$ cat src/verilog/mips_cfg.svh
`ifndef MIPS_CFG_SVH
`define MIPS_CFG_SVH

`define MIPS_WORD_W   32
`define MIPS_REG_AW   5
`define MIPS_RESET_PC 32'hbfc0_0000
`define MIPS_WEN_W    4

// Primary opcodes
`define MIPS_OP_SPECIAL 6'h00
`define MIPS_OP_ADDIU   6'h09
`define MIPS_OP_ANDI    6'h0c
`define MIPS_OP_ORI     6'h0d
`define MIPS_OP_XORI    6'h0e
`define MIPS_OP_LUI     6'h0f

// SPECIAL funct codes
`define MIPS_FN_SLL  6'h00
`define MIPS_FN_SRL  6'h02
`define MIPS_FN_SRA  6'h03
`define MIPS_FN_ADDU 6'h21
`define MIPS_FN_SUBU 6'h23
`define MIPS_FN_AND  6'h24
`define MIPS_FN_OR   6'h25
`define MIPS_FN_XOR  6'h26
`define MIPS_FN_NOR  6'h27
`define MIPS_FN_SLT  6'h2a
`define MIPS_FN_SLTU 6'h2b

`endif
$ cat src/verilog/mips_pkg.sv
package mips_pkg;

`include "mips_cfg.svh"

    typedef logic [`MIPS_WORD_W-1:0] word_t;
    typedef logic [`MIPS_REG_AW-1:0] reg_addr_t;

    // Immediate forms keep their own codes so the trace of a payload stays readable
    typedef enum logic [4:0] {
        ALU_NOP,
        ALU_ADDU,
        ALU_SUBU,
        ALU_AND,
        ALU_OR,
        ALU_XOR,
        ALU_NOR,
        ALU_SLT,
        ALU_SLTU,
        ALU_SLL,
        ALU_SRL,
        ALU_SRA,
        ALU_ADDIU,
        ALU_ANDI,
        ALU_ORI,
        ALU_XORI,
        ALU_LUI
    } alu_op_t;

    typedef struct packed {
        alu_op_t   op;
        word_t     a;
        word_t     b;
        reg_addr_t dest;
        logic      wen;
        word_t     pc;
    } ex_req_t;

    typedef struct packed {
        word_t     pc;
        reg_addr_t dest;
        logic      wen;
        word_t     data;
    } wb_req_t;

endpackage

$ cat src/verilog/mips_if.sv
`timescale 1ns/1ps

//////////////////////////////////////////////////////////////////////
// Stage link, valid strobe plus payload, no back-pressure
//////////////////////////////////////////////////////////////////////

interface stage_link_if #(
    parameter type payload_t = logic
) ();

    logic     valid;
    payload_t payload;

    modport source (
        output valid,
        output payload
    );

    modport sink (
        input valid,
        input payload
    );

    // Forwarding taps
    modport monitor (
        input valid,
        input payload
    );

endinterface

//////////////////////////////////////////////////////////////////////
// Register file read ports
//////////////////////////////////////////////////////////////////////

interface rf_read_if import mips_pkg::*; ();

    reg_addr_t raddr_a;
    reg_addr_t raddr_b;
    word_t     rdata_a;
    word_t     rdata_b;

    modport requester (
        output raddr_a,
        output raddr_b,
        input  rdata_a,
        input  rdata_b
    );

    modport provider (
        input  raddr_a,
        input  raddr_b,
        output rdata_a,
        output rdata_b
    );

endinterface

$ cat src/verilog/mips_top.sv
`timescale 1ns/1ps
`include "mips_cfg.svh"

module mips_top import mips_pkg::*; (
    input  logic                   clk,
    input  logic                   reset_i,
    output logic                   inst_sram_en_o,
    output word_t                  inst_sram_addr_o,
    input  word_t                  inst_sram_rdata_i,
    output word_t                  debug_wb_pc_o,
    output logic [`MIPS_WEN_W-1:0] debug_wb_rf_wen_o,
    output reg_addr_t              debug_wb_rf_wnum_o,
    output word_t                  debug_wb_rf_wdata_o
);

    wb_req_t ex_fwd;

    stage_link_if #(.payload_t(ex_req_t)) ex_link ();
    stage_link_if #(.payload_t(wb_req_t)) wb_link ();
    rf_read_if rf_rd ();

    mips_decode i_mips_decode (
        .clk               (clk),
        .reset_i           (reset_i),
        .inst_sram_en_o    (inst_sram_en_o),
        .inst_sram_addr_o  (inst_sram_addr_o),
        .inst_sram_rdata_i (inst_sram_rdata_i),
        .ex_link           (ex_link.source),
        .wb_link           (wb_link.monitor),
        .ex_fwd_i          (ex_fwd),
        .rf_rd             (rf_rd.requester)
    );

    mips_execute i_mips_execute (
        .clk      (clk),
        .reset_i  (reset_i),
        .ex_link  (ex_link.sink),
        .wb_link  (wb_link.source),
        .ex_fwd_o (ex_fwd)
    );

    mips_result i_mips_result (
        .clk                 (clk),
        .reset_i             (reset_i),
        .wb_link             (wb_link.sink),
        .rf_rd               (rf_rd.provider),
        .debug_wb_pc_o       (debug_wb_pc_o),
        .debug_wb_rf_wen_o   (debug_wb_rf_wen_o),
        .debug_wb_rf_wnum_o  (debug_wb_rf_wnum_o),
        .debug_wb_rf_wdata_o (debug_wb_rf_wdata_o)
    );

endmodule

$ cat src/verilog/mips_result.sv
`timescale 1ns/1ps
`include "mips_cfg.svh"

module mips_result import mips_pkg::*; (
    input  logic                   clk,
    input  logic                   reset_i,
    stage_link_if.sink             wb_link,
    rf_read_if.provider            rf_rd,
    output word_t                  debug_wb_pc_o,
    output logic [`MIPS_WEN_W-1:0] debug_wb_rf_wen_o,
    output reg_addr_t              debug_wb_rf_wnum_o,
    output word_t                  debug_wb_rf_wdata_o
);

    localparam int RF_DEPTH = 2 ** `MIPS_REG_AW;

    // No storage behind $0
    word_t   regs [1:RF_DEPTH-1];
    wb_req_t wb;
    logic    wr_en;

    assign wb    = wb_link.payload;
    assign wr_en = wb_link.valid && wb.wen && (wb.dest != '0);

    //////////////////////////////////////////////////////////////////////
    // Register file
    //////////////////////////////////////////////////////////////////////

    always_ff @(posedge clk) begin
        if (reset_i) begin
            for (int i = 1; i < RF_DEPTH; i++)
                regs[i] <= '0;
        end else if (wr_en) begin
            regs[wb.dest] <= wb.data;
        end
    end

    // Combinational reads
    // A write in this cycle reaches decode through forwarding
    assign rf_rd.rdata_a = (rf_rd.raddr_a == '0) ? '0 : regs[rf_rd.raddr_a];
    assign rf_rd.rdata_b = (rf_rd.raddr_b == '0) ? '0 : regs[rf_rd.raddr_b];

    //////////////////////////////////////////////////////////////////////
    // Debug trace
    //////////////////////////////////////////////////////////////////////

    assign debug_wb_pc_o       = wb.pc;
    assign debug_wb_rf_wen_o   = {`MIPS_WEN_W{wr_en}};
    assign debug_wb_rf_wnum_o  = wb.dest;
    assign debug_wb_rf_wdata_o = wb.data;

    // Decode never lets a $0 write reach this stage
    no_zero_write_a: assert property (@(posedge clk) disable iff (reset_i)
        wb_link.valid && wb.wen |-> wb.dest != '0);

endmodule

$ cat src/verilog/mips_execute.sv
`timescale 1ns/1ps

module mips_execute import mips_pkg::*; (
    input  logic         clk,
    input  logic         reset_i,
    stage_link_if.sink   ex_link,
    stage_link_if.source wb_link,
    output wb_req_t      ex_fwd_o
);

    ex_req_t req;
    word_t   alu_y;

    assign req = ex_link.payload;

    //////////////////////////////////////////////////////////////////////
    // ALU
    //////////////////////////////////////////////////////////////////////

    always_comb begin
        case (req.op)
            ALU_ADDU,
            ALU_ADDIU: alu_y = req.a + req.b;
            ALU_SUBU:  alu_y = req.a - req.b;
            ALU_AND,
            ALU_ANDI:  alu_y = req.a & req.b;
            ALU_OR,
            ALU_ORI:   alu_y = req.a | req.b;
            ALU_XOR,
            ALU_XORI:  alu_y = req.a ^ req.b;
            ALU_NOR:   alu_y = ~(req.a | req.b);
            ALU_SLT:   alu_y = word_t'($signed(req.a) < $signed(req.b));
            ALU_SLTU:  alu_y = word_t'(req.a < req.b);
            // Shift amount sits in operand a
            ALU_SLL:   alu_y = req.b << req.a[4:0];
            ALU_SRL:   alu_y = req.b >> req.a[4:0];
            ALU_SRA:   alu_y = word_t'($signed(req.b) >>> req.a[4:0]);
            // Already shifted in decode
            ALU_LUI:   alu_y = req.b;
            default:   alu_y = '0;
        endcase
    end

    // Same-cycle bypass to decode, valid folded into the write flag
    always_comb begin
        ex_fwd_o.pc   = req.pc;
        ex_fwd_o.dest = req.dest;
        ex_fwd_o.wen  = ex_link.valid && req.wen;
        ex_fwd_o.data = alu_y;
    end

    //////////////////////////////////////////////////////////////////////
    // Pipeline register
    //////////////////////////////////////////////////////////////////////

    always_ff @(posedge clk) begin
        if (reset_i)
            wb_link.valid <= 1'b0;
        else
            wb_link.valid <= ex_link.valid;
    end

    always_ff @(posedge clk) begin
        wb_link.payload <= ex_fwd_o;
    end

    valid_known_a: assert property (@(posedge clk) disable iff (reset_i)
        !$isunknown(ex_link.valid) && !$isunknown(wb_link.valid));

endmodule

$ cat src/verilog/mips_decode.sv
`timescale 1ns/1ps
`include "mips_cfg.svh"

module mips_decode import mips_pkg::*; (
    input  logic          clk,
    input  logic          reset_i,
    output logic          inst_sram_en_o,
    output word_t         inst_sram_addr_o,
    input  word_t         inst_sram_rdata_i,
    stage_link_if.source  ex_link,
    stage_link_if.monitor wb_link,
    input  wb_req_t       ex_fwd_i,
    rf_read_if.requester  rf_rd
);

    logic      en_q;
    logic      fetch_valid_q;
    word_t     pc_q;
    word_t     fetch_pc_q;
    word_t     inst;
    logic [5:0] opcode;
    logic [5:0] funct;
    logic [4:0] shamt;
    logic [15:0] imm;
    reg_addr_t rs;
    reg_addr_t rt;
    reg_addr_t rd;
    reg_addr_t dest;
    alu_op_t   alu_op;
    logic      a_shamt;
    logic      b_imm;
    word_t     imm_val;
    word_t     rs_val;
    word_t     rt_val;
    ex_req_t   ex_req_d;

    // Newest producer wins, $0 is hard zero
    function automatic word_t resolve(input reg_addr_t src, input word_t rf_val,
                                      input wb_req_t ex_fwd, input logic wb_vld,
                                      input wb_req_t wb_req);
        if (src == '0)
            return '0;
        else if (ex_fwd.wen && ex_fwd.dest == src)
            return ex_fwd.data;
        else if (wb_vld && wb_req.wen && wb_req.dest == src)
            return wb_req.data;
        else
            return rf_val;
    endfunction

    //////////////////////////////////////////////////////////////////////
    // PC and fetch
    //////////////////////////////////////////////////////////////////////

    always_ff @(posedge clk) begin
        if (reset_i) begin
            en_q          <= 1'b0;
            pc_q          <= `MIPS_RESET_PC;
            fetch_valid_q <= 1'b0;
            ex_link.valid <= 1'b0;
        end else begin
            en_q <= 1'b1;
            if (en_q)
                pc_q <= pc_q + 32'd4;
            // Memory answers one cycle after the address
            fetch_valid_q <= en_q;
            ex_link.valid <= fetch_valid_q;
        end
    end

    always_ff @(posedge clk) begin
        fetch_pc_q      <= pc_q;
        ex_link.payload <= ex_req_d;
    end

    assign inst_sram_en_o   = en_q;
    assign inst_sram_addr_o = pc_q;

    //////////////////////////////////////////////////////////////////////
    // Decode
    //////////////////////////////////////////////////////////////////////

    assign inst   = inst_sram_rdata_i;
    assign opcode = inst[31:26];
    assign rs     = inst[25:21];
    assign rt     = inst[20:16];
    assign rd     = inst[15:11];
    assign shamt  = inst[10:6];
    assign funct  = inst[5:0];
    assign imm    = inst[15:0];

    always_comb begin
        alu_op  = ALU_NOP;
        a_shamt = 1'b0;
        b_imm   = 1'b0;
        dest    = rd;
        imm_val = word_t'(imm);
        case (opcode)
            `MIPS_OP_SPECIAL: begin
                case (funct)
                    `MIPS_FN_ADDU: alu_op = ALU_ADDU;
                    `MIPS_FN_SUBU: alu_op = ALU_SUBU;
                    `MIPS_FN_AND:  alu_op = ALU_AND;
                    `MIPS_FN_OR:   alu_op = ALU_OR;
                    `MIPS_FN_XOR:  alu_op = ALU_XOR;
                    `MIPS_FN_NOR:  alu_op = ALU_NOR;
                    `MIPS_FN_SLT:  alu_op = ALU_SLT;
                    `MIPS_FN_SLTU: alu_op = ALU_SLTU;
                    `MIPS_FN_SLL: begin
                        alu_op  = ALU_SLL;
                        a_shamt = 1'b1;
                    end
                    `MIPS_FN_SRL: begin
                        alu_op  = ALU_SRL;
                        a_shamt = 1'b1;
                    end
                    `MIPS_FN_SRA: begin
                        alu_op  = ALU_SRA;
                        a_shamt = 1'b1;
                    end
                    default: alu_op = ALU_NOP;
                endcase
            end
            `MIPS_OP_ADDIU: begin
                alu_op  = ALU_ADDIU;
                imm_val = {{16{imm[15]}}, imm};
            end
            `MIPS_OP_ANDI: alu_op = ALU_ANDI;
            `MIPS_OP_ORI:  alu_op = ALU_ORI;
            `MIPS_OP_XORI: alu_op = ALU_XORI;
            `MIPS_OP_LUI: begin
                alu_op  = ALU_LUI;
                imm_val = {imm, 16'h0000};
            end
            default: alu_op = ALU_NOP;
        endcase
        // I-type writes rt
        if (opcode != `MIPS_OP_SPECIAL) begin
            b_imm = 1'b1;
            dest  = rt;
        end
    end

    assign rf_rd.raddr_a = rs;
    assign rf_rd.raddr_b = rt;
    assign rs_val = resolve(rs, rf_rd.rdata_a, ex_fwd_i, wb_link.valid, wb_link.payload);
    assign rt_val = resolve(rt, rf_rd.rdata_b, ex_fwd_i, wb_link.valid, wb_link.payload);

    always_comb begin
        ex_req_d.op   = alu_op;
        ex_req_d.a    = a_shamt ? word_t'(shamt) : rs_val;
        ex_req_d.b    = b_imm ? imm_val : rt_val;
        ex_req_d.dest = dest;
        // Writes to $0 are dropped here
        ex_req_d.wen  = (alu_op != ALU_NOP) && (dest != '0);
        ex_req_d.pc   = fetch_pc_q;
    end

    pc_aligned_a: assert property (@(posedge clk) disable iff (reset_i)
        en_q |-> pc_q[1:0] == 2'b00);

endmodule

$ cat config.mk
export PLATFORM = sky130hd
export DESIGN_NAME = mips_top
export DESIGN_NICKNAME = d
export VERILOG_FILES = /design/src/verilog/mips_pkg.sv /design/src/verilog/mips_if.sv /design/src/verilog/mips_top.sv /design/src/verilog/mips_result.sv /design/src/verilog/mips_execute.sv /design/src/verilog/mips_decode.sv
export VERILOG_INCLUDE_DIRS = /design/src /design/src/verilog
export SDC_FILE = /design/constraint.sdc
export NUM_CORES = 2
export LEC_CHECK = 0
export BUFFER_PORTS_ARGS = -buffer_cell sky130_fd_sc_hd__buf_2
export CAP_MARGIN = 20
export CORE_ASPECT_RATIO = 0.8
export CORE_MARGIN = 5
export CORE_UTILIZATION = 58
export CTS_CLUSTER_SIZE = 8
export DETAILED_ROUTE_END_ITERATION = 7
export MAX_ROUTING_LAYER = met4
export PLACE_DENSITY = 0.77
export SLEW_MARGIN = 10
export SYNTH_ARGS = -nofsm -noshare
export SYNTH_HDL_FRONTEND = slang
export SYNTH_SLANG_ARGS = --single-unit
$ cat constraint.sdc
create_clock -name clk -period 6.5 [get_ports clk]
set_clock_uncertainty 0.1 [all_clocks]
set_input_delay 1.625 -clock clk [delete_from_list [all_inputs] [get_ports clk]]
set_output_delay 1.625 -clock clk [all_outputs]
set_load 0.02 [all_outputs]
==> After elaboration in Yosys (flattened, before gate mapping) <==
Memories as Yosys holds them, arrays and structs flattened.
Cells that the tools add are included.
{ "word_totals": {"ramBits": 992, "word_cells": 113, "latchBits": 0, "memories": 1, "input_bits": 34, "ff_bits": 245, "output_inout_bits": 106, "mem_bits_ro": 0} }
{ "op_classes": {"bitwise": 4, "multipliers": 0, "muxes": 25, "n_shift": 3, "n_eq_ne": 35, "n_div": 0, "n_lt_le_gt_ge": 2, "addsub": 3, "n_reduce_logical": 23} }
{ "mem_list": {"columns": ["name", "depth", "word_bits", "read_ports", "rd_ports_with_merged_regs", "wr", "line_no", "text"], "rows": [
  ["i_mips_result.regs", 31, 32, 2, 0, 31, "mips_result.sv:18", "word_t regs [1:RF_DEPTH-1];"]
]} }
{ "ops": {"columns": ["op", "n"], "rows": [
  ["32-bit one-hot mux with 12 select lines", 1],
  ["32-bit 2-to-1 mux", 7],
  ["32-bit < comparator", 2],
  ["32-bit one-hot mux with 2 select lines", 1],
  ["6-bit equality test, second input constant", 8],
  ["4-bit one-hot mux with 11 select lines", 1],
  ["5-bit by 4-bit equality test with 1-bit output, second input constant", 8],
  ["32-bit by 3-bit adder with 32-bit output, second input constant", 1],
  ["32-bit adder", 1],
  ["32-bit bitwise AND", 1],
  ["32-bit inverter", 1],
  ["32-bit bitwise OR", 1],
  ["32-bit OR reduction", 1],
  ["32-bit by 5-bit << shifter with 32-bit output", 1],
  ["32-bit by 5-bit right shift with 32-bit output", 1],
  ["32-bit by 5-bit >>> shifter with 32-bit output", 1],
  ["32-bit subtractor", 1],
  ["32-bit bitwise XOR", 1],
  ["6-bit by 4-bit equality test with 1-bit output, second input constant", 5],
  ["5-bit one-hot mux with 6 select lines", 1],
  ["5-bit by 3-bit equality test with 1-bit output, second input constant", 4],
  ["5-bit equality test", 4],
  ["5-bit 2-to-1 mux", 4],
  ["5-bit nonzero test", 3],
  ["other kinds (11)", 35]
]} }

==> Logic depth before layout (Yosys ltp) <==
{ "logic_depth": {"ltp_word": 7, "mapped_depth": 17, "ltp_nobuf": 12} }

==> By module <==
A second synthesis with hierarchy kept.
{ "hier_totals": {"hier_cells": 5864, "area_unflattened_um2": 72584.6} }
{ "by_module_without_submodules": {"columns": ["module", "seq_area_each_um2", "area_per_inst_um2", "cells_per_inst", "n_inst"], "rows": [
  ["mips_result", 30749.5, 55042.8, 3738, 1],
  ["mips_execute", 1421.4, 10831.6, 1461, 1],
  ["mips_decode", 3363.2, 6710.2, 665, 1]
]} }

==> Worst setup path after synthesis <==
OpenSTA, ideal clock, no wires.
{ "synth_timing": {"kind": "input port to flip-flop", "start": "input reset_i", "end": "memory i_mips_result.regs[31][0] (netlist name), enable pin", "stages": 5, "t_arrival_ps": 4615, "setup_time_ps": 466, "required_ps": 5934, "setup_slack_ps": 1319, "cell_sequence": "inv_1 -> and2_1 -> nand3_1 -> clkbuf_1 -> o21ai_0"} }
{ "synth_rtl": {"columns": ["item", "line_no", "text"], "rows": [
  ["start: declaration", "mips_top.sv:6", "input logic reset_i,"],
  ["end: declaration", "mips_result.sv:18", null]
]} }

==> metrics.txt <==
# TYPE chip_impl_metric gauge
chip_impl_info{name="outcome",value="complete, but fails checks"} 1
chip_impl_info{name="violations",value="design-rule violations"} 1
chip_impl_metric{name="grt_start_max_net_pins",unit=""} 91
chip_impl_metric{name="layout_worst_path_cycle_share",unit=""} 0.825
chip_impl_metric{name="max-vdd-ir-drop",unit="mV"} 0.321
chip_impl_metric{name="cap_violations",unit=""} 0
chip_impl_metric{name="drt_iter0_drc",unit=""} 10200
chip_impl_metric{name="timing.final.ws_setup",unit="ns"} 1.14
chip_impl_metric{name="layout.core_utilization",unit=""} 0.645
chip_impl_metric{name="p_total",unit="W"} 0.0217
chip_impl_metric{name="clock_tree_buffer_depth",unit=""} 3
chip_impl_metric{name="synth-edff-count",unit=""} 1024
chip_impl_metric{name="floorplan.die.width",unit="um"} 406
chip_impl_metric{name="ctsHtreeMaxLevel",unit=""} 4
chip_impl_metric{name="grt_util_all_layers",unit=""} 0.425
chip_impl_info{name="timing.critical_path.slowest_stage_cell",value="sky130_fd_sc_hd__a211oi_1"} 1
chip_impl_metric{name="static_leakage",unit="nW"} 30.4
chip_impl_metric{name="grt.overflow.total",unit=""} 0
chip_impl_info{name="crit_top_cell",value="sky130_fd_sc_hd__o21ai_0"} 1
chip_impl_info{name="unrepaired_setup_endpoints_after_global_routing",value="no"} 1
chip_impl_metric{name="worst_pin_slew",unit="ns"} 1.32
chip_impl_metric{name="vias_per_inst",unit=""} 7.24
chip_impl_info{name="path_cells",value="inv_1 -> ha_1 -> or4_1 -> a211oi_1 -> o21ai_0 -> o21ai_0 -> buf_4 -> o21ai_0 -> mux2i_1 -> nor4b_1 -> buf_4 -> o21ai_0"} 1
chip_impl_metric{name="routed_wirelength",unit="um"} 279000
chip_impl_metric{name="critical_path_rt",unit="ns"} 7.02
chip_impl_metric{name="placeableCoreArea",unit="mm^2"} 0.125
chip_impl_info{name="leading_cell_type_in_the_layout_fill_and_taps_excluded",value="sky130_fd_sc_hd__edfxtp_1"} 1
chip_impl_metric{name="report.final.hold_viol_count",unit=""} 0
chip_impl_metric{name="postSynthCellCount",unit=""} 6293
chip_impl_info{name="crit_path_end_kind",value="flop"} 1
chip_impl_metric{name="grt_first_pass_wirelength",unit="um"} 395000
chip_impl_metric{name="die-height",unit="um"} 327
chip_impl_metric{name="numPortBuffers",unit=""} 135
chip_impl_metric{name="synth_warn",unit=""} 0
chip_impl_metric{name="dp.final_hpwl",unit="um"} 182000
chip_impl_metric{name="initial_core_util",unit=""} 0.583
chip_impl_metric{name="crit_path_max_fanout",unit=""} 15
chip_impl_metric{name="clock_sinks",unit=""} 1261
chip_impl_metric{name="post-route-drc-count",unit=""} 17
chip_impl_metric{name="detailroute.via_count",unit=""} 57700
chip_impl_metric{name="fin_nets",unit=""} 6343
chip_impl_metric{name="period_minus_slack",unit="ns"} 5.36
chip_impl_info{name="final_cell_mix",value="sky130_fd_sc_hd__edfxtp_1 (1,024), sky130_fd_sc_hd__and2_1 (1,004), sky130_fd_sc_hd__a21oi_1 (443)"} 1
chip_impl_metric{name="finalSetupViolations",unit=""} 0
chip_impl_metric{name="slew_headroom",unit=""} 0.115
chip_impl_metric{name="numCtsBuffers",unit=""} 176
chip_impl_metric{name="drv_slew",unit=""} 0
chip_impl_metric{name="source_to_sink_clock_delay_at_the_later_pin_of_the_worst_skew_pair",unit="ns"} 0.80
chip_impl_metric{name="mappedNetlistArea",unit="mm^2"} 0.0728
chip_impl_info{name="critical_path.startpoint",value="i_mips_decode.ex_link.payload[47]"} 1
chip_impl_metric{name="hold_buffers",unit=""} 0
chip_impl_metric{name="crit_cells",unit=""} 12
chip_impl_info{name="worst_r2r_startpoint",value="i_mips_decode.ex_link.payload[47]"} 1
chip_impl_metric{name="critical_path_buf_inv_count",unit=""} 3
chip_impl_metric{name="fraction_of_registers_with_async_set_or_reset_after_synthesis",unit=""} 0
chip_impl_metric{name="max_freq",unit="MHz"} 187
chip_impl_metric{name="post_cts_buffers",unit=""} 0
chip_impl_metric{name="antenna_found_initial",unit=""} 24
chip_impl_metric{name="drive_gt1_frac",unit=""} 0.185
chip_impl_metric{name="area.growth.synth_to_final",unit="%"} 10.7
chip_impl_metric{name="ant_nets",unit=""} 0
chip_impl_info{name="root_buffer",value="sky130_fd_sc_hd__clkbuf_16"} 1
chip_impl_metric{name="placementRows",unit=""} 116
chip_impl_metric{name="worst_path_largest_cell_delay",unit="ns"} 0.80
chip_impl_metric{name="setup_tns",unit="ns"} 0
chip_impl_metric{name="rr_worst_depth",unit=""} 12
chip_impl_info{name="regToRegEndpoint",value="i_mips_decode.ex_link.payload[66]"} 1
chip_impl_info{name="worstSetupStartpointType",value="flop"} 1
chip_impl_metric{name="cts.reportedPaths.clkPinSlew",unit="ns"} 0.06
chip_impl_metric{name="synth_seq_cells",unit=""} 1261
chip_impl_info{name="critical_path.endpoint",value="i_mips_decode.ex_link.payload[66]"} 1
chip_impl_metric{name="fillCellCount",unit=""} 9210
chip_impl_info{name="yosys_most_used_dff",value="sky130_fd_sc_hd__edfxtp_1"} 1
chip_impl_metric{name="ff2ff_setup_slack",unit="ns"} 1.14
chip_impl_metric{name="synth.avg_cell_area",unit="um^2"} 11.6
chip_impl_metric{name="die-area",unit="mm^2"} 0.133
chip_impl_metric{name="worst_hold_slack",unit="ns"} 0.219
chip_impl_info{name="worstSetupPathType",value="reg -> reg"} 1
chip_impl_metric{name="number_of_global_route_vias_before_repair",unit=""} 54900
chip_impl_metric{name="synth_cell_type_count",unit=""} 82
chip_impl_metric{name="detailedRoute.firstPassIterationCount",unit=""} 8
chip_impl_metric{name="place.gp.congestion",unit=""} 1.08
chip_impl_metric{name="yosysSeqAreaShare",unit=""} 0.488
chip_impl_info{name="cts_tree",value="built"} 1
chip_impl_metric{name="detail_routed_net_length_per_standard_cell",unit="um"} 35.0
chip_impl_info{name="hold_removal_path_class",value="reg -> reg"} 1
chip_impl_metric{name="timing.critical_path.arrival",unit="ns"} 5.88
chip_impl_info{name="critPathTopFamily",value="compound AO/OA/AOI/OAI gates"} 1
chip_impl_metric{name="post_cts_resized",unit=""} 0
chip_impl_metric{name="cellPowerDensity",unit="mW/mm^2"} 269
chip_impl_metric{name="post-place-ws",unit="ns"} 0.961
chip_impl_metric{name="floorplan.io_pins",unit=""} 140
## registers in the layout, indices dropped and copies added (netlist names)
name / cells
i_mips_decode.inst_sram_en_o: 1
i_mips_execute.wb_link.payload: 68
i_mips_decode.ex_link.payload: 105
i_mips_decode.inst_sram_addr_o: 30
i_mips_execute.wb_link.valid: 1
i_mips_decode.ex_link.valid: 1
i_mips_result.regs: 1024
i_mips_decode.fetch_pc_q: 30
i_mips_decode.fetch_valid_q: 1
## logic make-up after synthesis
| kind of cell | share of synthesized area |
|---|---|
| compound gates | 0.119 |
| mux | 0.184 |
| buf+inv | 0.0462 |
| flops | 0.488 |
| other cells | 0.0000515 |
| simple gates | 0.138 |
| fa+ha+maj | 0.0183 |
| xor+xnor | 0.00674 |
## how the worst min path moves through the flow
stage | endpoint | slack, ns | cells past startpoint | startpoint
after floorplan | i_mips_decode.ex_link.payload[10] | 0.21 | 0 | i_mips_decode.fetch_pc_q[10]
after detailed placement | i_mips_decode.ex_link.payload[21] | 0.21 | 0 | i_mips_decode.fetch_pc_q[21]
after global routing | i_mips_decode.ex_link.payload[18] | 0.23 | 0 | i_mips_decode.fetch_pc_q[18]
final | i_mips_execute.wb_link.payload[42] | 0.22 | 0 | i_mips_decode.ex_link.payload[4]
after CTS | i_mips_decode.ex_link.payload[18] | 0.22 | 0 | i_mips_decode.fetch_pc_q[18]
after global placement | i_mips_decode.ex_link.payload[26] | 0.21 | 0 | i_mips_decode.fetch_pc_q[26]
## synth_stat cells, drive strengths merged, types with 28 or more instances
cell	n	area [um^2]
o22ai	133	832
o221ai	125	1090
nand3	43	215
mux4	334	7520
inv	124	465
dfxtp	237	4740
a21oi	444	2220
a221o	29	290
xor2	38	333
nand4	28	175
a221oi	42	368
o211ai	49	368
nor3	117	586
o21ai	286	1430
clkbuf	452	1700
mux2i	410	4100
buf	213	1190
edfxtp	1024	30700
mux2	157	1770
a211oi	42	325
ha	103	1290
nand2	189	709
nor2	306	1150
and2	1004	6280
## stage by stage
| step | area, um^2 | std cells |
|---|---|---|
| finish | 80500 | 7959 |
| CTS | 80300 | 7925 |
| global route | 80500 | 7951 |
| floorplan | 72900 | 6328 |
| global placement | 75200 | 7661 |
| detailed placement | 75300 | 7667 |
## final cells by class
cell class	instances	area (um^2)	share of cell area
tap	1652	2070	0.0257
antenna	23	57.6	0.000715
multi-input combinational	4275	34700	0.430
clock inverter	12	218	0.00270
sequential	1261	35500	0.441
inverter	127	478	0.00594
clock buffer	246	4750	0.0590
timing repair buffer	363	2780	0.0345
## routing by layer
| layer | track usage | routed length, um | share of wire | up-vias |
|---|---|---|---|---|
| met1 | 0.596 | 107000 | 0.38 | 28200 |
| met5 | - | 0 | 0 | - |
| met4 | 0.188 | 14800 | 0.053 | 0 |
| li1 | - | - | - | 23400 |
| met3 | 0.177 | 49200 | 0.18 | 917 |
| met2 | 0.536 | 108000 | 0.39 | 5166 |
## power breakdown
group	total (W)	internal, W	switching (W)
clock	0.00856	0.00508	0.00347
sequential	0.00933	0.00906	0.000274
combinational	0.00381	0.00120	0.00261
total	0.0217	0.0153	0.00636
Power figures use the tool's default switching activity.
